==> src/rtl/rmt_cfg.svh <==
`ifndef RMT_CFG_SVH
`define RMT_CFG_SVH

// stream widths
`define RMT_DATA_W 64
`define RMT_USER_W 16

// vlan id sits in the low bits of the first beat
`define RMT_VLAN_W 12

// one store-and-forward lane per queue
`define RMT_NUM_QUEUES 4

// beats per lane, also the credit count after reset
`define RMT_LANE_DEPTH 16

`endif

==> src/rtl/rmt_pkg.sv <==
`include "rmt_cfg.svh"

package rmt_pkg;

	typedef logic [`RMT_DATA_W-1:0]                data_t;
	typedef logic [`RMT_DATA_W/8-1:0]              keep_t;
	typedef logic [`RMT_USER_W-1:0]                user_t;
	typedef logic [`RMT_VLAN_W-1:0]                vlan_t;
	typedef logic [$clog2(`RMT_NUM_QUEUES)-1:0]    queue_t;
	typedef logic [$clog2(`RMT_LANE_DEPTH+1)-1:0]  credit_t;	// 0 up to full depth

	typedef enum logic [1:0] {
		FILT_HEAD,
		FILT_PASS,
		FILT_DROP
	} filt_state_t;

	typedef enum logic {
		ARB_IDLE,
		ARB_SEND
	} arb_state_t;

endpackage

==> src/rtl/queue_lane.sv <==
`include "rmt_cfg.svh"

module queue_lane
	import rmt_pkg::*;
(
	input  logic  clk,
	input  logic  aresetn,
	input  logic  wr_en,
	input  data_t wr_data,
	input  keep_t wr_keep,
	input  user_t wr_user,
	input  logic  wr_last,
	input  logic  rd_en,
	output logic  credit_ret,
	output logic  lane_valid,
	output data_t rd_data,
	output keep_t rd_keep,
	output user_t rd_user,
	output logic  rd_last
);
	localparam int PTR_W = $clog2(`RMT_LANE_DEPTH);

	data_t mem_data [`RMT_LANE_DEPTH];
	keep_t mem_keep [`RMT_LANE_DEPTH];
	user_t mem_user [`RMT_LANE_DEPTH];
	logic  [`RMT_LANE_DEPTH-1:0] mem_last;

	logic [PTR_W-1:0] wr_ptr;
	logic [PTR_W-1:0] rd_ptr;
	credit_t          pkt_cnt;	// complete packets held
	logic             pkt_in;
	logic             pkt_out;

	assign pkt_in = wr_en && wr_last;
	assign pkt_out = rd_en && rd_last;

	// only whole packets are offered downstream
	assign lane_valid = (pkt_cnt != '0);

	// fall-through head
	assign rd_data = mem_data[rd_ptr];
	assign rd_keep = mem_keep[rd_ptr];
	assign rd_user = mem_user[rd_ptr];
	assign rd_last = mem_last[rd_ptr];

	always_ff @(posedge clk) begin
		if (wr_en) begin
			mem_data[wr_ptr] <= wr_data;
			mem_keep[wr_ptr] <= wr_keep;
			mem_user[wr_ptr] <= wr_user;
			mem_last[wr_ptr] <= wr_last;
		end
	end

	always_ff @(posedge clk) begin
		if (!aresetn) begin
			wr_ptr <= '0;
			rd_ptr <= '0;
			pkt_cnt <= '0;
			credit_ret <= 1'b0;
		end else begin
			if (wr_en)
				wr_ptr <= wr_ptr + 1'b1;	// depth is a power of two, wraps
			if (rd_en)
				rd_ptr <= rd_ptr + 1'b1;
			pkt_cnt <= pkt_cnt + credit_t'(pkt_in) - credit_t'(pkt_out);
			// one credit back per popped beat
			credit_ret <= rd_en;
		end
	end

endmodule

==> config.mk <==
export PLATFORM = sky130hd
export DESIGN_NAME = queue_lane
export DESIGN_NICKNAME = d
export VERILOG_FILES = /design/src/rtl/rmt_pkg.sv /design/src/rtl/queue_lane.sv
export VERILOG_INCLUDE_DIRS = /design/src /design/src/rtl
export SDC_FILE = /design/constraint.sdc
export NUM_CORES = 1
export LEC_CHECK = 0
export BUFFER_PORTS_ARGS = -buffer_cell sky130_fd_sc_hd__buf_2
export CORE_MARGIN = 3
export CORE_UTILIZATION = 25
export DETAILED_ROUTE_END_ITERATION = 10
export GPL_TIMING_DRIVEN = 0
export PLACE_DENSITY = 0.39
export REMOVE_ABC_BUFFERS = 1
export SLEW_MARGIN = 20
export SYNTH_ARGS = -nofsm -noshare
export SYNTH_HDL_FRONTEND = slang
export SYNTH_SLANG_ARGS = --single-unit
==> constraint.sdc <==
create_clock -name clk -period 5.15 [get_ports clk]
set_input_delay 0.515 -clock clk [delete_from_list [all_inputs] [get_ports clk]]
set_output_delay 0.515 -clock clk [all_outputs]
set_load 0.1 [all_outputs]
**Word-level counts from Yosys, hierarchy flattened**

Memory sizes are Yosys's and may differ from the RTL's. A register that Yosys moved wholly into a read port is not among the register bits.
Cells that the tools add are included.

- Register bits: 30
- Memories: 3
- RAM bits: 1408
- Output and inout port bits: 91
- Input bits: 93
- Word-level logic and storage cells: 32

- Reduce and logical (&&, ||, !) cells: 4
- Muxes and demuxes: 13
- Add/subtract/negate cells: 4
- Order comparisons: 3

Memories:

| memory | depth | bits a word | rd ports | clocked after memory_dff | wr ports | RTL line | text |
|---|---|---|---|---|---|---|---|
| mem_data | 16 | 64 | 1 | 1 | 1 | queue_lane.sv:23 | `` data_t mem_data [`RMT_LANE_DEPTH]; `` |
| mem_user | 16 | 16 | 1 | 1 | 1 | queue_lane.sv:25 | `` user_t mem_user [`RMT_LANE_DEPTH]; `` |
| mem_keep | 16 | 8 | 1 | 1 | 1 | queue_lane.sv:24 | `` keep_t mem_keep [`RMT_LANE_DEPTH]; `` |

Operators by type and width:

| operator | number |
|---|---|
| 4-bit 2-to-1 mux | 6 |
| 16-bit bitwise mux | 1 |
| 4-bit by 5-bit less-than comparator with 1-bit output (second input constant) | 2 |
| 4-bit by 1-bit adder with 4-bit output (second input constant) | 2 |
| 5-bit by 1-bit adder with 5-bit output | 1 |
| 5-bit nonzero test | 1 |
| 5-bit by 1-bit subtractor with 5-bit output | 1 |
| 1-bit binary-select mux with 4-bit select | 1 |
| 1-bit demux with 4-bit select | 1 |
| 4-bit by 1-bit greater-or-equal comparator with 1-bit output (second input constant) | 1 |
| 1-bit 2-to-1 mux | 4 |
| 1-bit logical AND | 3 |

**Depth between registers and ports, before layout**

- Depth in word-level cells: 5
- Mapped depth: 14

**Worst setup path after synthesis**

Ideal clock, no wire load.

- Kind: in2reg
- From: input wr_en
- To: memory mem_data[0][0] in the netlist's numbering (enable)
- Data required time: 4.693 ns
- Slack: 1.512 ns
- Data arrival time: 3.181 ns
- Stages on the path: 3
- Cells stage by stage: clkbuf_1 nor3b_1 and2_1

- Cells in the longest elaborated chain, start to end: 2

Ends and longest elaborated chain:

| element | RTL line | text |
|---|---|---|
| start, declared | queue_lane.sv:8 | `input logic wr_en,` |
| 1-bit 2-to-1 mux | queue_lane.sv:47 | `if (wr_en) begin` |
| 1-bit 2-to-1 mux (implied by the code) | queue_lane.sv:48 | `mem_data[wr_ptr] <= wr_data;` |
| end, declared | queue_lane.sv:23 |  |

No other way between the ends.

==> key figures <==
Worst setup path
  – Max incr delay on CP: 0.70 ns
  – Crit path DAT: 3.83 ns
  – Critical path, cell by cell: buf_12 > buf_16 > buf_12 > buf_16 > mux4_2 > a22oi_1 > nand2_1 > buf_2
  – Critical path endpoint category: output pin
  – Delay-heaviest family, CP: buffers and inverters
  – WP buf/inv: 5
  – Reg2reg start: rd_ptr[2]
  – CP max stage cell: dfxtp_4
  – Worst R2R Setup Slack: 1.69 ns
  – Crit path max fanout: 43
  – Setup Crit Path Kind: flop to output pin
  – Startpoint Class: flop
  – WP data required: 4.64 ns

Pwr
  – Switching power: 6.421 mW
  – Sw Ratio: 0.2426
  – Peak VDD IR: 0.2830 mV
  – Power Internal: ~20 mW
  – Seq pwr share: 0.496
  – Cell Pwr Density: 406.2 nW/um2
  – Clock power frac: 0.402
  – Combinational group share of total power: 0.102
  – Leakage: 20.12 nW

STA
  – Max Freq: 230.3 MHz
  – Final hold vios: 0
  – Relative slew slack: 0.5120
  – Setup repair after global routing missed its margin: false
  – Slew Limit Fails: 0
  – Fin crit period: 4.343 ns
  – Worst Max-Slew Pin Slew: ~0.73 ns
  – Final Skew: 0.01780 ns
  – Minimum hold slack: 0.09757 ns
  – Final setup violation count: 0
  – Setup TNS: 0 ns
  – Final period utilization: 0.8432

Hold path
  – Hold WC Path Type: input port to flop
  – Hold Crit Start: rd_en

Yosys
  – Yosys reg bits: 1,442
  – Synth Area in Compound Gates: 0.02523
  – Mux cell area share after synthesis: 0.1489
  – Synth Area in XOR/XNOR: 0.001296
  – Synth warnings: 0
  – Adder-cell area share of the yosys netlist: 0.002917
  – Largest family of logic cells by synthesized area: multiplexers
  – Synthesized cell area: 54,050 um2
  – Cells after synthesis: approximately 2,300
  – Simple-Gate Fraction of Synth Area: 0.01178
  – Post-synthesis sequential area ratio: 0.7978
  – Syn avg cell area: 23.79 um2
  – Post-synth cell types: 30

Die
  – Core outline area: 214,800 um2
  – Die ar.: 221,800 um2
  – Die H: roughly 470 um
  – Die X-Extent: between 400 and 500 um
  – Initial Util: 0.2516
  – Row count: 170
  – I/O pins: approximately 180

Clock tree
  – Clock Tree Buf Depth: 3
  – CTS tree: built
  – Clock Latency Late Sink: 0.76 ns
  – Clock sink count: 1,442
  – Post-CTS Setup Repair Bufs: 0
  – CTS hold repair buffers: 0
  – TritonCTS Buffers: 158
  – # H-tree levels: 4
  – Clock transition at path regs: approximately 0.060 ns
  – CTS root buffer: clkbuf_16
  – Post-CTS sizing: 0

Final layout
  – Leading cell types in the layout, fill and taps excluded: edfxtp_1 (1,424), mux4_2 (356), buf_2 (183)
  – Leading cell type in the layout, fill and taps excluded: edfxtp_1
  – Final Core Density: 0.3033
  – Fin nets: 2,694
  – Area grow syn2layout: 20.55%
  – Share of cells above drive strength 1: 0.3208
  – FILL cells: about 21,000

Placement
  – Port Buffers: ~180
  – GPL Wtd Cong: 0.6534
  – Dpl hpwl: slightly below 90,000 um

Global routing
  – Vias in the first global route: 26,990
  – Global-route wire length before repair: a little over 200,000 um
  – Grt total ovfl: 0
  – Global Route Usage Sum: 0.1306
  – Largest net degree at the start of global routing: 44
  – Initial antenna violation count: 44

Routing
  – Wire length per cell: 26.15 um
  – Number of remaining DRC errors: 0
  – Via count: 24,820
  – Total iterations of the first detailed-routing run: 5
  – Detailed Route WL: 145,500 um
  – Post-route ant nets: 0
  – DR iter-0 viols: 2,301
  – Vias per inst: 4.460

Status
  – Status: finished clean

Run
  – Max-Cap Viols: 0
[logic make-up after synthesis]
kind of cell | count (synthesis)
xor gates and xnor gates | 8
DFF | 1442
adders and majority gates | 12
and+or+nand+nor | 138
buffers and inverters | 130
muxes | 359
AOI/OAI and AO/OA | 183
[per-stage QoR]
| step | area [um2] | worst slack [ns] | power, mW | instances |
|---|---|---|---|---|
| after floorplan | 53440 | -11.58 | 15.85 | 2152 |
| after global placement | 57900 | -19.24 | 16.96 | 5173 |
| after detailed placement | 60250 | 1.493 | 16.13 | 5267 |
| after CTS | 65130 | 0.6328 | 26.91 | 5553 |
| after global routing | 65140 | 0.5184 | 27.52 | 5556 |
| final | 65160 | 0.8074 | 26.47 | 5564 |
[routing by layer]
metal	routed length [um]	GRT usage	up-vias	part of all wire
li1	-	-	10440	-
met1	61510	0.1683	13480	0.42
met2	72850	0.2213	643	0.50
met3	7736	0.03042	245	0.053
met4	3296	0.03312	16	0.023
met5	93	0	-	0.00064
[state kept, by name (all words and copies together), names as in the netlist, named ones only]
signal,cells
wr_ptr,4
credit_ret,1
pkt_cnt,5
rd_ptr,4
mem_data,1024
mem_keep,128
mem_last,16
mem_user,256
[synthesized netlist by cell type]
cell | count | area share
a211oi_1 | 2 | 0.00028
a21o_1 | 1 | 0.00014
a21oi_1 | 3 | 0.00028
a22oi_1 | 176 | 0.024
and2_1 | 27 | 0.0031
and3_1 | 2 | 0.00023
and3b_1 | 2 | 0.00032
buf_1 | 25 | 0.0017
buf_2 | 25 | 0.0023
buf_4 | 8 | 0.0011
buf_6 | 14 | 0.0029
clkbuf_1 | 48 | 0.0033
dfxtp_1 | 18 | 0.0067
edfxtp_1 | 1424 | 0.79
fa_1 | 1 | 0.00037
ha_1 | 11 | 0.0025
inv_1 | 10 | 0.00069
mux2i_1 | 3 | 0.00056
mux4_2 | 356 | 0.15
nand2_1 | 92 | 0.0064
nand2b_1 | 2 | 0.00023
nand4_1 | 2 | 0.00023
nor2_1 | 2 | 0.00014
nor2b_1 | 6 | 0.00069
nor3_1 | 1 | 0.000093
nor3b_1 | 1 | 0.00014
o21ai_0 | 1 | 0.000093
or4b_1 | 1 | 0.00019
xnor2_1 | 5 | 0.00081
xor2_1 | 3 | 0.00049
[power groups by stage]
| stage | logic [mW] | registers, mW | clock network (mW) |
|---|---|---|---|
| 6_report | 2.70 | 13.1 | 10.6 |
| 5_1_grt | 2.87 | 13.1 | 11.5 |
| 2_1_floorplan | 2.31 | 13.5 | 0 |
| 3_3_place_gp | 3.29 | 13.7 | 0 |
| 4_1_cts | 2.77 | 13.1 | 11.0 |
| 3_5_place_dp | 2.76 | 13.4 | 0 |
[area by class of cell]
cell class / instances / area [um2] / area share
diodes: 11 / 27.53 / 0.0004224
clock buffers: 193 / 4128 / 0.06335
repair buffers: 277 / 3188 / 0.04893
flip-flops and latches: 1442 / 43130 / 0.6619
well taps: 2838 / 3551 / 0.05449
multi-input cells: 700 / 10340 / 0.1587
clock inverters: 93 / 759.5 / 0.01166
inverters: 10 / 37.54 / 0.0005760
[final timing paths]
path	endpoint	cells past startpoint
worst min-delay path	credit_ret	2
worst max register to register	pkt_cnt[4]	13
worst max-delay path	rd_data[47]	8
worst min register to register	wr_ptr[1]	2
Power figures use the tool's default switching activity.
