--- config.mk ---
export PLATFORM = sky130hd
export DESIGN_NAME = output_arbiter
export DESIGN_NICKNAME = d
export VERILOG_FILES = /design/src/rtl/rmt_pkg.sv /design/src/rtl/output_arbiter.sv
export VERILOG_INCLUDE_DIRS = /design/src /design/src/rtl
export SDC_FILE = /design/constraint.sdc
export NUM_CORES = 1
export LEC_CHECK = 0
export ABC_AREA = 1
export BUFFER_PORTS_ARGS = -buffer_cell sky130_fd_sc_hd__clkbuf_2
export CAP_MARGIN = 20
export CORE_AREA = 3 3 177 179
export DETAILED_ROUTE_END_ITERATION = 8
export DIE_AREA = 0 0 180 182
export GPL_ROUTABILITY_DRIVEN = 0
export PLACE_DENSITY_LB_ADDON = 0.15
export SLEW_MARGIN = 20
export SYNTH_ARGS = -nofsm -noshare
export SYNTH_HDL_FRONTEND = slang
export SYNTH_SLANG_ARGS = --single-unit
--- constraint.sdc ---
create_clock -name clk -period 2.8 [get_ports clk]
set_clock_uncertainty 0.05 [all_clocks]
set_input_delay 0.28 -clock clk [delete_from_list [all_inputs] [get_ports clk]]
set_output_delay 0.28 -clock clk [all_outputs]
set_load 0.02 [all_outputs]
--- src/rtl/rmt_cfg.svh ---
`ifndef RMT_CFG_SVH
`define RMT_CFG_SVH

// stream widths
`define RMT_DATA_W 64
`define RMT_USER_W 16

// vlan id sits in the low bits of the first beat
`define RMT_VLAN_W 12

// one store-and-forward lane per queue
`define RMT_NUM_QUEUES 4

// beats per lane, also the credit count after reset
`define RMT_LANE_DEPTH 16

`endif

--- src/rtl/rmt_pkg.sv ---
`include "rmt_cfg.svh"

package rmt_pkg;

	typedef logic [`RMT_DATA_W-1:0]                data_t;
	typedef logic [`RMT_DATA_W/8-1:0]              keep_t;
	typedef logic [`RMT_USER_W-1:0]                user_t;
	typedef logic [`RMT_VLAN_W-1:0]                vlan_t;
	typedef logic [$clog2(`RMT_NUM_QUEUES)-1:0]    queue_t;
	typedef logic [$clog2(`RMT_LANE_DEPTH+1)-1:0]  credit_t;	// 0 up to full depth

	typedef enum logic [1:0] {
		FILT_HEAD,
		FILT_PASS,
		FILT_DROP
	} filt_state_t;

	typedef enum logic {
		ARB_IDLE,
		ARB_SEND
	} arb_state_t;

endpackage

--- src/rtl/output_arbiter.sv ---
`include "rmt_cfg.svh"

module output_arbiter
	import rmt_pkg::*;
(
	input  logic                       clk,
	input  logic                       aresetn,
	input  logic [`RMT_NUM_QUEUES-1:0] lane_valid,
	input  data_t                      lane_data [`RMT_NUM_QUEUES],
	input  keep_t                      lane_keep [`RMT_NUM_QUEUES],
	input  user_t                      lane_user [`RMT_NUM_QUEUES],
	input  logic [`RMT_NUM_QUEUES-1:0] lane_last,
	output logic [`RMT_NUM_QUEUES-1:0] lane_rd,
	output data_t                      m_axis_tdata,
	output keep_t                      m_axis_tkeep,
	output user_t                      m_axis_tuser,
	output logic                       m_axis_tvalid,
	input  logic                       m_axis_tready,
	output logic                       m_axis_tlast
);
	arb_state_t state;
	queue_t     grant;	// lane being sent, or the last one served
	queue_t     next_lane;
	queue_t     cand;
	logic       found;
	logic       xfer;

	// search starts just after the last served lane
	always_comb begin
		next_lane = grant;
		found = 1'b0;
		cand = grant;
		for (int k = 1; k <= `RMT_NUM_QUEUES; k++) begin
			cand = queue_t'(grant + k);
			if (!found && lane_valid[cand]) begin
				next_lane = cand;
				found = 1'b1;
			end
		end
	end

	assign m_axis_tvalid = (state == ARB_SEND) && lane_valid[grant];
	assign m_axis_tdata = lane_data[grant];
	assign m_axis_tkeep = lane_keep[grant];
	assign m_axis_tuser = lane_user[grant];
	assign m_axis_tlast = lane_last[grant];
	assign xfer = m_axis_tvalid && m_axis_tready;

	always_comb begin
		for (int i = 0; i < `RMT_NUM_QUEUES; i++)
			lane_rd[i] = xfer && (grant == queue_t'(i));
	end

	always_ff @(posedge clk) begin
		if (!aresetn) begin
			state <= ARB_IDLE;
			grant <= queue_t'(`RMT_NUM_QUEUES - 1);	// lane 0 goes first
		end else begin
			case (state)
			ARB_IDLE: begin
				if (found) begin
					grant <= next_lane;
					state <= ARB_SEND;
				end
			end
			ARB_SEND: begin
				// hold the grant for the whole packet
				if (xfer && m_axis_tlast)
					state <= ARB_IDLE;
			end
			default: state <= ARB_IDLE;
			endcase
		end
	end

endmodule

# ---- Yosys cells after proc, flatten, opt, wreduce, memory -nomap -nowiden
# Cells that the tools add are included.
dict set report totals {
  ff_bits 3
  in_bits 363
  out_inout_bits 94
  elab_cells 65
}
dict set report classes {
  addsub 4
  magnitude_cmp 6
  n_eq_ne 3
  mux 32
  bitwise_logic 2
  reduce_logical 16
}
# operator n
set ops {}
lappend ops {{binary-select mux 64 bit (select 2 bit)} 1}
lappend ops {{two-way mux 64 bit} 2}
lappend ops {{binary-select mux 16 bit (select 2 bit)} 1}
lappend ops {{two-way mux 16 bit} 2}
lappend ops {{binary-select mux 8 bit (select 2 bit)} 1}
lappend ops {{two-way mux 8 bit} 2}
lappend ops {{< comparator 2 x 3 -> 1 bit (second input constant)} 5}
lappend ops {{binary-select mux 1 bit (select 2 bit)} 6}
lappend ops {{two-way mux 1 bit} 12}
lappend ops {{logical AND 1 bit} 10}
lappend ops {{two-way mux 2 bit} 4}
lappend ops {{adder 2 x 1 -> 2 bit (second input constant)} 2}
lappend ops {{adder 2 bit (second input constant)} 2}
lappend ops {{== test 2 bit (second input constant)} 2}
lappend ops {{nonzero test 4 bit} 1}
lappend ops {{greater-or-equal comparator 3 bit (second input constant)} 1}
lappend ops {{zero test 1 bit} 3}
lappend ops {{NOT 2 -> 3 bit} 1}
lappend ops {{AND reduction 3 bit} 1}
lappend ops {{== test 2 x 1 -> 1 bit (second input constant)} 1}
lappend ops {{zero test 2 bit} 1}
lappend ops {{one-hot mux 1 bit (2 select lines)} 1}
lappend ops {{NOT 1 bit} 1}

# ---- Logic depth before layout (Yosys ltp)
dict set report logic_depth {
  ltp_word 15
  depth_mapped 13
  mapped_depth_nobuf 10
}

# ---- Worst setup path before layout
# Ideal clock, no wire load.
dict set report synth_timing {
  path_type {register -> register}
  start {reg grant[0]}
  end {reg grant[1]}
  setup_ns 0.117
  t_arrival_ns 1.855
  required_time_ns 2.633
  setup_slack_ns 0.778
  stages_incl_launch_ff 14
  path_buffers 3
  period_less_slack_ns 2.022
  cell_sequence {dfxtp_1 inv_2 buf_6 buf_2 buf_2 ha_1 inv_1 nand3_1 nand2_2 nand3_2 nand2_2 nor2_1 nand2_1 nand2_1}
}
dict set report synth_between {
  elab_chain_len 14
  elab_cells_between_ends 28
  classes_between {4 x add/sub; 16 x mux; 8 x reduce/logical}
}
# item line
set synth_rtl {}
lappend synth_rtl {{start: declaration} output_arbiter.sv:22} ;# queue_t grant;
lappend synth_rtl {{start signal: assignment} output_arbiter.sv:57} ;# grant <= queue_t'(`RMT_NUM_QUEUES - 1);
lappend synth_rtl {{start signal: assignment} output_arbiter.sv:62} ;# grant <= next_lane;
lappend synth_rtl {{adder 2 x 1 -> 2 bit} output_arbiter.sv:34} ;# cand = queue_t'(grant + k);
lappend synth_rtl {{binary-select mux 1 bit (select 2 bit)} output_arbiter.sv:35} ;# if (!found && lane_valid[cand]) begin
lappend synth_rtl {{two-way mux 1 bit (not written as such)} output_arbiter.sv:35}
lappend synth_rtl {{two-way mux 1 bit} output_arbiter.sv:35}
lappend synth_rtl {{zero test 1 bit} output_arbiter.sv:35}
lappend synth_rtl {{logical AND 1 bit} output_arbiter.sv:35}
lappend synth_rtl {{two-way mux 1 bit} output_arbiter.sv:35}
lappend synth_rtl {{zero test 1 bit} output_arbiter.sv:35}
lappend synth_rtl {{logical AND 1 bit} output_arbiter.sv:35}
lappend synth_rtl {{two-way mux 1 bit} output_arbiter.sv:35}
lappend synth_rtl {{zero test 1 bit} output_arbiter.sv:35}
lappend synth_rtl {{logical AND 1 bit} output_arbiter.sv:35}
lappend synth_rtl {{nonzero test 4 bit (no line) or two-way mux 1 bit (tied branches)} n/a}
lappend synth_rtl {{AND reduction 3 bit (no line)} n/a}
# Parallel ways exist; a longest one is shown, timed or not. The select of a mux whose other input is x is not followed.
# A chain may end at the register's enable or synchronous reset.

# ---- Worst setup path in the final report
dict set report layout_timing {
  start {reg grant[0]}
  end {out m_axis_tdata[36]}
}
dict set report layout_between {
  elab_chain_len 4
}
# item line
set layout_rtl {}
lappend layout_rtl {{NOT 2 -> 3 bit (not written as such)} output_arbiter.sv:43} ;# assign m_axis_tdata = lane_data[grant];
lappend layout_rtl {{binary-select mux 64 bit (select 2 bit)} output_arbiter.sv:43}
lappend layout_rtl {{two-way mux 64 bit (not written as such) (2 in a row)} output_arbiter.sv:43}
lappend layout_rtl {{end: declaration} output_arbiter.sv:14} ;# output data_t m_axis_tdata,
# Every way passes these cells. The select of a mux whose other input is x is not followed.

==> key figures <==
Floorplan
  • Die width: 180 um
  • Die outline height: 182 um
  • Effective utilization at floorplan: 0.0949
  • Number of cell rows: 63
  • Full die area: 0.0328 mm^2
  • Core ar.: 0.0297 mm^2
  • I/O pin total: 457

Synth
  • Count of mapped cells out of synthesis: 578
  • Sequential area share after synthesis: 0.0213
  • Post-synth top area cell: o21ai_0
  • Number of distinct library cells after synthesis: 20
  • Synthesis warning total: 0
  • Main synth FF type: dfxtp_1
  • Nets in the synthesized netlist: 945
  • Synthesized flop and latch total: 3
  • Number of flops mapped to enable cells by yosys: 0
  • Area contributors post-synth: o21ai_0 32%, nor2_1 25%, o22ai_1 20%, clkbuf_1 4.0%, buf_2 3.9%
  • Per-instance average area after synthesis: 4.88 um^2
  • Summed instance area of the synthesized netlist: 0.00282 mm^2
  • Top cells by count, synth: 186 x nor2_1, 178 x o21ai_0, 89 x o22ai_1, 30 x clkbuf_1, 24 x nand2_1
  • Async S/R FF share, synth: 0
  • Share of the synthesized area in the top cell type: 0.316
  • Most frequent cell after synthesis: nor2_1

STA
  • Final Hold Viols: 0
  • Final setup violation count: 0
  • Fin crit share: 0.810
  • RSZ-0062 raised after global routing: no
  • Final number of max-transition violations: 0
  • Crit path time final: 2270 ps
  • Tightest slew margin relative to the limit: 0.516
  • Aggregate negative setup slack: 0 ps
  • Worst-margin pin slew: 727 ps
  • Highest clock frequency the design can meet: 441 MHz

Worst setup path
  • Setup crit end kind: output port
  • Maximum fanout count along the critical path: 141
  • Critical path type: reg2out
  • Data arrival, critical path: 1940 ps
  • Required time reported for the critical path endpoint: 2470 ps
  • Register-to-Register Path Depth: 10
  • Crit start category: flop

Route
  • Number of iterations in the first detailed-routing pass: 5
  • Via count: 5654
  • Antenna viol nets, final: 0
  • Routed wire per std cell: 14.4 um
  • Count of unresolved DRC violations after routing: 0
  • Number of DRC markers in iteration 0: 185
  • Final wirelength: 19.9 mm
  • Via density per instance: 4.11

Layout
  • Inserted Diodes: 0
  • Number of filler cells placed in the layout: 3519
  • Count of nets after finishing: 1354
  • Ratio of cells with drive above 1 in the final layout: 0.489
  • Post-synthesis to final-layout area growth: 95.5%
  • Number of non-filler instances in the completed layout: 1376

Clock network
  • Clock tree buffer depth: 2
  • Worst skew pair latency: 220 ps
  • Clock transition at path regs: 30 ps
  • # H-tree levels: 1
  • TritonCTS clock tree: done
  • CTS Sinks: 3
  • Cell chosen for the clock root: clkbuf_16
  • # Post-CTS Setup Buffers: 0
  • Quantity of hold-fixing buffers added after cts: 0
  • Post_cts resized: 0
  • Number of buffers added by the clock tree synthesis step: 3

Placement
  • Buffers added on ports: 456
  • DPL Wire Length: 15.9 mm
  • Number of placed instances, taps included: 1372

Power
  • Worst-case vdd ir drop: 0.507 mV
  • Total power: 5.93 mW
  • Leak pwr: 2.86 nW
  • Power density normalized to cell area: 1070 mW/mm^2

Status
  • Status: finished, final reports clean

Global routing
  • Maximum number of pins on one net before global-route repair: 142
  • Number of antenna violations at the first check in global routing: 2
  • Wire length of the first global-routing pass: 29.4 mm
  • Total gr overflow: 0
  • Via count of the first global-routing pass: 5620
  • Aggregate global-route resource usage: 0.109

Job
  • Count of max-cap constraint violations: 0

Worst hold path
  • Hold Path Class: in2reg
  • WHS Path Cells: 2
critical path, cell delays in order, from the launching register on:
cell	delay, ps
dfxtp_4	370
buf_12	330
o21ai_0	190
o22ai_1	350
clkbuf_2	240
power breakdown:
| part | switching [mW] | total, mW | internal, mW |
|---|---|---|---|
| logic | 3.78 | 5.61 | 1.83 |
| clock network | 0.0379 | 0.226 | 0.188 |
| registers | 0.0226 | 0.0929 | 0.0703 |
| total | 3.84 | 5.93 | 2.09 |
logic make-up (layout without fill, tap and decap cells):
| logic type | after synthesis | after routing | share of synthesized area |
|---|---|---|---|
| AOI/OAI and AO/OA | 269 | 269 | 0.518 |
| and+or+nand+nor | 233 | 233 | 0.329 |
| buffers and inverters | 69 | 477 | 0.114 |
| adders and majority gates | 4 | 4 | 0.0177 |
| DFF | 3 | 3 | 0.0213 |
state kept, by name (all words and copies together) (netlist names):
name   flops
grant      2
state      1
per-stage QoR:
stage | utilization | setup WS (ps) | cell area, um^2 | hold WS, ps
global route | 0.186 | 285 | 5520 | 284
CTS | 0.186 | 505 | 5520 | 258
global placement | 0.183 | 736 | 5440 | 477
detailed placement | 0.183 | 739 | 5440 | 476
finish | 0.186 | 532 | 5520 | 246
floorplan | - | 778 | 2820 | 315
placed cells by master, fill, tap and decap left out, drive strengths merged:
cell type and instances:
nand2 31, nand4 1, a21oi 1, nor2 187, inv 9, nand3 14
o21ai 179, ha 4, o22ai 89, buf 8, dfxtp 3, clkbuf 460
layout make-up:
type	instances	area [um^2]	area share
multi-input combinational	506	2440	0.443
tap	390	488	0.0885
inverter	9	36.3	0.00658
clock buffer	4	78.8	0.0143
timing repair buffer	464	2400	0.436
sequential	3	67.6	0.0122
final timing paths:
| path | end | start | slack, ps |
|---|---|---|---|
| max reg2reg | grant[1]$_SDFFE_PN1P_ | grant[0]$_SDFFE_PN1P_ | 1010 |
| min reg2reg | grant[1]$_SDFFE_PN1P_ | state$_SDFF_PN0_ | 590 |
| max | m_axis_tdata[36] | grant[0]$_SDFFE_PN1P_ | 530 |
| min | grant[0]$_SDFFE_PN1P_ | aresetn | 250 |
layer usage:
layer	vias up	share of wire	global-route usage
met3	22	0.088	0.0236
met2	294	0.53	0.217
met5	-	0.0014	0
li1	2857	-	-
met4	4	0.015	0.0158
met1	2477	0.37	0.120
Power figures use the tool's default switching activity.
