==> src/rtl/rmt_cfg.svh <==
`ifndef RMT_CFG_SVH
`define RMT_CFG_SVH

// stream widths
`define RMT_DATA_W 64
`define RMT_USER_W 16

// vlan id sits in the low bits of the first beat
`define RMT_VLAN_W 12

// one store-and-forward lane per queue
`define RMT_NUM_QUEUES 4

// beats per lane, also the credit count after reset
`define RMT_LANE_DEPTH 16

`endif

==> src/rtl/rmt_pkg.sv <==
`include "rmt_cfg.svh"

package rmt_pkg;

	typedef logic [`RMT_DATA_W-1:0]                data_t;
	typedef logic [`RMT_DATA_W/8-1:0]              keep_t;
	typedef logic [`RMT_USER_W-1:0]                user_t;
	typedef logic [`RMT_VLAN_W-1:0]                vlan_t;
	typedef logic [$clog2(`RMT_NUM_QUEUES)-1:0]    queue_t;
	typedef logic [$clog2(`RMT_LANE_DEPTH+1)-1:0]  credit_t;	// 0 up to full depth

	typedef enum logic [1:0] {
		FILT_HEAD,
		FILT_PASS,
		FILT_DROP
	} filt_state_t;

	typedef enum logic {
		ARB_IDLE,
		ARB_SEND
	} arb_state_t;

endpackage

==> src/rtl/queue_dispatch.sv <==
`include "rmt_cfg.svh"

module queue_dispatch
	import rmt_pkg::*;
(
	input  logic                       clk,
	input  logic                       aresetn,
	input  data_t                      flt_data,
	input  keep_t                      flt_keep,
	input  user_t                      flt_user,
	input  logic                       flt_last,
	input  queue_t                     flt_queue,
	input  logic                       flt_valid,
	output logic                       flt_ready,
	input  logic [`RMT_NUM_QUEUES-1:0] credit_ret,
	output logic [`RMT_NUM_QUEUES-1:0] lane_wr,
	output data_t                      wr_data,
	output keep_t                      wr_keep,
	output user_t                      wr_user,
	output logic                       wr_last
);
	credit_t credit [`RMT_NUM_QUEUES];	// free slots per lane
	logic    wr_beat;

	// stall the filter while the tagged lane is out of credit
	assign flt_ready = (credit[flt_queue] != '0);
	assign wr_beat = flt_valid && flt_ready;

	always_comb begin
		for (int i = 0; i < `RMT_NUM_QUEUES; i++)
			lane_wr[i] = wr_beat && (flt_queue == queue_t'(i));
	end

	// beat fields go to all lanes, only the strobe selects
	assign wr_data = flt_data;
	assign wr_keep = flt_keep;
	assign wr_user = flt_user;
	assign wr_last = flt_last;

	always_ff @(posedge clk) begin
		if (!aresetn) begin
			for (int i = 0; i < `RMT_NUM_QUEUES; i++)
				credit[i] <= credit_t'(`RMT_LANE_DEPTH);
		end else begin
			// write and return may land in the same cycle
			for (int i = 0; i < `RMT_NUM_QUEUES; i++)
				credit[i] <= credit[i] + credit_t'(credit_ret[i]) - credit_t'(lane_wr[i]);
		end
	end

endmodule

==> config.mk <==
export PLATFORM = sky130hd
export DESIGN_NAME = queue_dispatch
export DESIGN_NICKNAME = d
export VERILOG_FILES = /design/src/rtl/rmt_pkg.sv /design/src/rtl/queue_dispatch.sv
export VERILOG_INCLUDE_DIRS = /design/src /design/src/rtl
export SDC_FILE = /design/constraint.sdc
export NUM_CORES = 1
export LEC_CHECK = 0
export BUFFER_PORTS_ARGS = -buffer_cell sky130_fd_sc_hd__buf_2
export CAP_MARGIN = 20
export CORE_AREA = 2 2 74 76
export DETAILED_ROUTE_END_ITERATION = 8
export DIE_AREA = 0 0 76 78
export PLACE_DENSITY_LB_ADDON = 0.12
export SYNTH_ARGS = -nofsm -noshare
export SYNTH_HDL_FRONTEND = slang
export SYNTH_SLANG_ARGS = --single-unit
export TNS_END_PERCENT = 30
==> constraint.sdc <==
create_clock -name clk -period 5.7 [get_ports clk]
set_input_delay 0.855 -clock clk [delete_from_list [all_inputs] [get_ports clk]]
set_output_delay 0.855 -clock clk [all_outputs]
set_load 0.01 [all_outputs]
# Word level (Yosys, flattened, before mapping)
# Memories as Yosys holds them, arrays and structs flattened.
# Index checks and enable logic that the tools add are counted.
op_classes:
  add_sub_neg: 8
  eq_ne: 3
  muxes: 6
  bitwise: 4
  reduce_logical: 7
ops:
  columns: ["cell", "n"]
  rows:
  - ["5-bit by 1-bit adder with 5-bit output", 4]
  - ["5-bit two-way mux", 4]
  - ["5-bit by 1-bit subtractor with 5-bit output", 4]
  - ["1-bit logical AND", 5]
  - ["5-bit nonzero test", 1]
  - ["2-bit == test (second input constant)", 2]
  - ["1-bit bitwise OR", 4]
  - ["2-bit by 1-bit == test with 1-bit output (second input constant)", 1]
  - ["2-bit zero test", 1]
  - ["1-bit two-way mux", 2]
totals:
  reg_bits: 0
  ram_bits: 20
  out_inout_bits: 94
  word_cells: 29
  mem_count: 1
mem_list:
  columns: ["name", "words", "width", "rd", "rd_ports_with_merged_regs", "write_ports", "line", "rtl"]
  rows:
  - ["credit", 4, 5, 5, 0, 4, "queue_dispatch.sv:22", "credit_t credit [`RMT_NUM_QUEUES];"]

# Depth between registers and ports, before layout
# Gate-level depths: netlist (run 1).
# An unclocked memory read counts as a cell.
depth:
  ltp_word: 6
  depth_mapped: 13
  mapped_depth_nobuf: 13

# Worst setup path before layout (run 1)
# OpenSTA, ideal clock, no wires.
synth_timing:
  kind: "input-to-reg"
  from: "in flt_queue[1]"
  to: "mem credit[1][4] (netlist bit)"
  setup_ns: 0.128
  arrival_time_ns: 2.720
  required_time_ns: 5.572
  slack_ns: 2.852
  stages: 12
  n_path_buf: 0
  path_cell_list: "nor4_1 -> nand3_1 -> and4b_1 -> ha_1 -> inv_1 -> ha_1 -> inv_1 -> fa_1 -> nor2b_1 -> o21ai_0 -> a21oi_1 -> a31oi_1"
synth_lines:
  columns: ["element", "line", "rtl"]
  rows:
  - ["start: declaration", "queue_dispatch.sv:12", "input queue_t flt_queue,"]
  - ["end: declaration", "queue_dispatch.sv:22", null]

==> results.py, run 1 <==
metrics = {
    "setup_path": {
        "path_buf_inv": 1,
        "crit_family": "simple AND/OR/NAND/NOR gates",
        "path_max_fanout": 4,
        "crit_chain": "or4_1, nor3_2, a311oi_1, and3_1, ha_1, inv_1, ha_1, fa_1, a21o_1, a21oi_1, xnor2_1, nand2_1",
        "endpoint_kind": "flip-flop",
        "critPathKind": "flip-flop to flip-flop",
        "crit_top_cell": "ha_1",
        "critPathSlowestCell": "or4_1",
        "startpoint_type": "flip-flop",
        "cp.required_ps": 5850,
        "arrival_ps": 3110,
        "max_stage_delay_ps": 560,
    },
    "sta": {
        "finClkSkew_ps": 2.539,
        "finalHoldViolations": 0,
        "maxSlewViolCount": 0,
        "post-route-period-util_pct": 52.04,
        "rsz0062_at_grt": "no",
        "relSlewSlack_pct": 65.58,
        "fin_setup_tns_ps": 0,
        "finalSetupViolations": 0,
        "max_clock_freq_ghz": 0.3371,
        "final.min_clock_period_ps": 2967,
        "tightest_slew_ps": 515.8,
    },
    "global_route": {
        "grt_overflow_total": 0,
        "grt_pass1_wl_mm": 5.064,
        "antenna_found_initial": 0,
        "grt_pass1_vias": 1153,
        "grt_max_degree": 15,
        "grtUsageTotal_pct": 10.53,
    },
    "clock_tree": {
        "cts_max_path_buffers": 2,
        "cts_hold_repair.buffers": 0,
        "post_cts_buffers": 0,
        "tritoncts": "yes",
        "htreeDepth": 1,
        "clkLatencyLatePin_ps": 260,
        "post_cts_resized": 0,
        "clock-root-buffer": "clkbuf_8",
        "cts_buffers": 3,
        "clock-sinks": 20,
        "path_clk_slew_ps": 80,
    },
    "power": {
        "power_density_mw_per_mm2": 415.9,
        "ir_drop_v": 0.0002374,
        "power_mw": 0.6146,
        "leakagePower_nw": 0.6757,
    },
    "synth": {
        "syn-cell-area_mm2": 0.001961,
        "synth_commonest_cells": "buf_4, inv_1, dfxtp_1, ha_1, nor2_1",
        "yosysUniqueCellTypes": 28,
        "synth_edf_count": 0,
        "synth.avg_cell_area_um2": 8.273,
        "synthArstFlopShare_pct": 0,
        "synth_ff_type": "dfxtp_1",
        "synth.top_cells.by_area": "buf_4, dfxtp_1, ha_1",
        "synth_top_area_share_pct": 34.08,
        "post-synth-top-count-cell": "buf_4",
        "yosysSeqAreaShare_pct": 20.42,
        "syn_inst": 237,
        "synth_area_leader_cell": "buf_4",
        "synth_warnings": 0,
        "synth_fp_nets": 359,
        "synth_seq_cells": 20,
    },
    "layout": {
        "largest_reg_flops": 20,
        "area_growth_pct": -24.63,
        "finalNonFillerCells": 232,
        "largest_register": "credit",
        "nets": 286,
        "reg_top3": "credit: 20 flops",
        "num_antenna_cells": 0,
        "drive_gt1_share_pct": 10.49,
        "fin_area_mm2": 0.001478,
    },
    "drt": {
        "vias_per_cell": 4.634,
        "drcViolationCount": 0,
        "wirelength_mm": 2.985,
        "drt_iter0_markers": 13,
        "first_pass_iters": 2,
        "routedWlPerCell_um": 12.87,
        "antenna_left": 0,
        "via_count": 1075,
    },
    "floorplanning": {
        "ios": 192,
        "die_w_um": 76,
        "die_h_um": 78,
        "core_area_mm2": 0.005042,
        "rows": 26,
        "die_area_mm2": 0.005928,
        "start_util_pct": 38.88,
    },
    "place": {
        "hpwl_mm": 2.317,
        "place_area_mm2": 0.001436,
        "place_inst": 229,
        "io_buffer_count": 13,
        "place_congestion": 0.7458,
    },
    "worst_hold_path": {
        "worstHoldPathType": "flip-flop to flip-flop",
    },
    "run_status": {
        "outcome": "complete, no violations",
    },
    "flow_run": {
        "drv_cap": 0,
    },
}
cell usage in the layout (no fill, tap or decap), drive strengths merged, types with 4 or more instances in the layout:
cell and count:
inv 31, a21o 5, a21oi 8, nor2 11
dfxtp 20, xnor2 5, and2 5, nor3 4
nor2b 6, buf 13, fa 4, nand2 4
xor2 5, ha 20
layer usage:
layer	GRT usage [%]	wire, um
met4	9.273	150
met5	0	0
met1	10.95	1240
met3	2.558	180
met2	17.77	1413
cell families (layout without fill, tap and decap cells):
| logic type | count (synthesis) | in the layout | synth area share (%) |
|---|---|---|---|
| buffers and inverters | 122 | 47 | 40.46 |
| and+or+nand+nor | 40 | 40 | 11.23 |
| adders and majority gates | 24 | 24 | 16.85 |
| AOI/OAI and AO/OA | 21 | 21 | 6.573 |
| DFF | 20 | 20 | 20.42 |
| xor gates and xnor gates | 10 | 10 | 4.467 |
cell type report:
type / instances / area [um^2]
fillers: 553 / 3565
flip-flops and latches: 20 / 400.4
clock buffers: 3 / 41.29
repair buffers: 13 / 65.06
multi-input cells: 95 / 767.0
well taps: 70 / 87.58
inverters: 31 / 116.4
worst reg2reg max path, cell delays in order (launching register included):
cell,delay [ps]
dfxtp_1,360
or4_1,560
nor3_2,120
a311oi_1,90
and3_1,230
ha_1,270
inv_1,40
ha_1,200
fa_1,420
a21o_1,190
a21oi_1,180
xnor2_1,140
nand2_1,60
path summary, 6_finish.rpt:
check,startpoint,endpoint,slack [ps],depth (start not counted)
worst max-delay path,credit[0][1],credit[2][4],2730,12
worst min-delay path,credit[2][4],credit[2][4],630,3
worst max register to register,credit[0][1],credit[2][4],2730,12
worst min register to register,credit[2][4],credit[2][4],630,3
power by group:
part	leakage [nW]	switching [mW]	total [mW]	internal, mW
Sequential	0.166	0.0336	0.220	0.186
Combinational	0.488	0.157	0.301	0.144
Clock	0.0216	0.0472	0.0942	0.0471
Total	0.676	0.238	0.615	0.377
through the flow:
stage	hold WS (ps)	worst slack (ps)	util (%)
3_3_place_gp	602.2	2532	28.49
3_5_place_dp	604.5	2444	28.49
6_report	631.8	2733	29.31
5_1_grt	678.7	2400	29.31
4_1_cts	631.5	2700	29.31
2_1_floorplan	583.2	2852	-
Note: power is estimated with default switching activity, not from simulation.
==> run 2: changes to the inputs <==
Settings changed: CORE_AREA 2 2 74 76 to not set, CORE_MARGIN set to 1, CORE_UTILIZATION set to 37, DIE_AREA 0 0 76 78 to not set.
Clock period 5.7 ns to 3 ns, I/O delays scaled along.
==> results.py, run 2 (synthesis results as in run 1) <==
metrics = {
    "layout": {
        "regArea_um2": 401.6,
        "mostFrequentLayoutCell": "inv_1",
        "fill_cells": 561,
        "drive_gt1_share_pct": 12.96,
        "finish.utilization_pct": 29.15,
        "area_growth_pct": -24.06,
        "fin_area_mm2": 0.001489,
        "largest_reg_flops": 20,
        "final_cell_mix": "inv_1, ha_1, dfxtp_1",
        "reg_top3": "credit: 20 flops",
        "num_antenna_cells": 0,
        "nets": 286,
        "largest_register": "credit",
        "multi_input_area_um2": 777.0,
        "finalNonFillerCells": 232,
    },
    "clock_tree": {
        "htreeDepth": 1,
        "clock-sinks": 20,
        "clock-root-buffer": "clkbuf_8",
        "cts_max_path_buffers": 2,
        "cts_hold_repair.buffers": 0,
        "clkLatencyLatePin_ps": 260,
        "cts_buffers": 3,
        "tritoncts": "yes",
        "path_clk_slew_ps": 80,
    },
    "sta": {
        "post-route-period-util_pct": 93.44,
        "max_clock_freq_ghz": 0.3567,
        "finalSetupViolations": 0,
        "maxSlewViolCount": 0,
        "final.min_clock_period_ps": 2803,
        "tightest_slew_ps": 524.6,
        "rsz0062_at_grt": "no",
        "relSlewSlack_pct": 64.99,
        "finalHoldViolations": 0,
        "finClkSkew_ps": 1.627,
        "fin_setup_tns_ps": 0,
    },
    "flow_run": {
        "drv_cap": 0,
    },
    "drt": {
        "antenna_left": 0,
        "drt_iter0_markers": 45,
        "via_count": 1042,
        "vias_per_cell": 4.491,
        "drcViolationCount": 0,
        "wirelength_mm": 2.921,
        "routedWlPerCell_um": 12.59,
        "first_pass_iters": 3,
    },
    "setup_path": {
        "path_max_fanout": 4,
        "cp.required_ps": 3140,
        "critPathKind": "flip-flop to flip-flop",
        "startpoint_type": "flip-flop",
        "endpoint_kind": "flip-flop",
        "arrival_ps": 2950,
    },
    "run_status": {
        "outcome": "complete, no violations",
    },
    "power": {
        "p_sw_mw": 0.4555,
        "ir_drop_v": 0.0002212,
        "p_clk_share_pct": 15.4,
        "seqPwrFrac_pct": 35.8,
        "comb_power_share_pct": 48.9,
        "internal-power_mw": 0.7243,
        "power_density_mw_per_mm2": 792.4,
        "power_mw": 1.180,
        "p_sw_share_pct": 38.61,
        "leakagePower_nw": 0.6776,
    },
    "global_route": {
        "grt_overflow_total": 0,
        "grt_pass1_vias": 1026,
        "grtUsageTotal_pct": 11.21,
        "grt_max_degree": 15,
        "antenna_found_initial": 0,
        "grt_pass1_wl_mm": 4.685,
    },
    "place": {
        "io_buffer_count": 13,
        "place_congestion": 0.7511,
        "place_area_mm2": 0.001436,
        "place_inst": 229,
        "hpwl_mm": 2.318,
    },
    "floorplanning": {
        "die_h_um": 74.80,
        "die_w_um": 74.80,
        "ios": 192,
        "start_util_pct": 38.39,
        "core_area_mm2": 0.005107,
        "rows": 26,
        "die_area_mm2": 0.005594,
    },
    "worst_hold_path": {
        "worstHoldPathType": "input pin to flip-flop",
    },
}
run 2: cell counts in the layout (fill, tap and decap cells not counted):
Identical to the previous run, type by type.
run 2: final cells by class:
cell class | count | share of cell area (%)
repair buffers | 13 | 4.370
well taps | 70 | 5.882
flip-flops and latches | 20 | 26.97
inverters | 31 | 7.815
clock buffers | 3 | 2.773
multi-input cells | 95 | 52.18
run 2: worst paths after layout:
check	cells after the start	start	to	slack, ps
max reg2reg	13	credit[0][1]	credit[0][4]	200
min reg2reg	2	credit[0][1]	credit[0][1]	610
min	2	aresetn	credit[2][4]	460
max	13	credit[0][1]	credit[0][4]	200
run 2: critical path, stage by stage (launching register included):
cell and delay [ps]:
dfxtp_2 350, or4_4 530, nor3_2 110, a311oi_1 80, and3b_1 230, ha_1 280, inv_1 50, ha_1 150
inv_1 50, fa_1 370, nor2b_1 140, o21ai_0 120, a21oi_1 160, a31oi_1 50
run 2: power groups by stage:
stage,Combinational (mW),Clock [mW],Sequential [mW]
floorplan,0.591,0,0.409
global placement,0.559,0,0.426
detailed placement,0.568,0,0.427
CTS,0.573,0.193,0.422
global route,0.673,0.209,0.435
finish,0.577,0.181,0.422
run 2: metrics by stage:
stage          hold WS (ps)  setup slack (ps)
2_1_floorplan         583.2             196.9
3_3_place_gp          605.3             129.0
3_5_place_dp          613.0             86.08
4_1_cts               470.6             62.78
5_1_grt               471.3             42.70
6_report              462.4             196.7
run 2: repair_timing:
| action | CTS | global route |
|---|---|---|
| setup buffers | 0 | 0 |
| resized for setup | 0 | 4 |
| setup endpoints to repair | 0 | 2 |
| endpoints found under the hold margin | 0 | 0 |
run 2: per-layer routing:
| metal | track usage, % | up-vias | wire [um] |
|---|---|---|---|
| met5 | 0 | - | 0 |
| li1 | - | 509 | - |
| met4 | 5.660 | 0 | 42 |
| met3 | 3.614 | 12 | 254 |
| met1 | 13.02 | 486 | 1254 |
| met2 | 18.52 | 35 | 1370 |
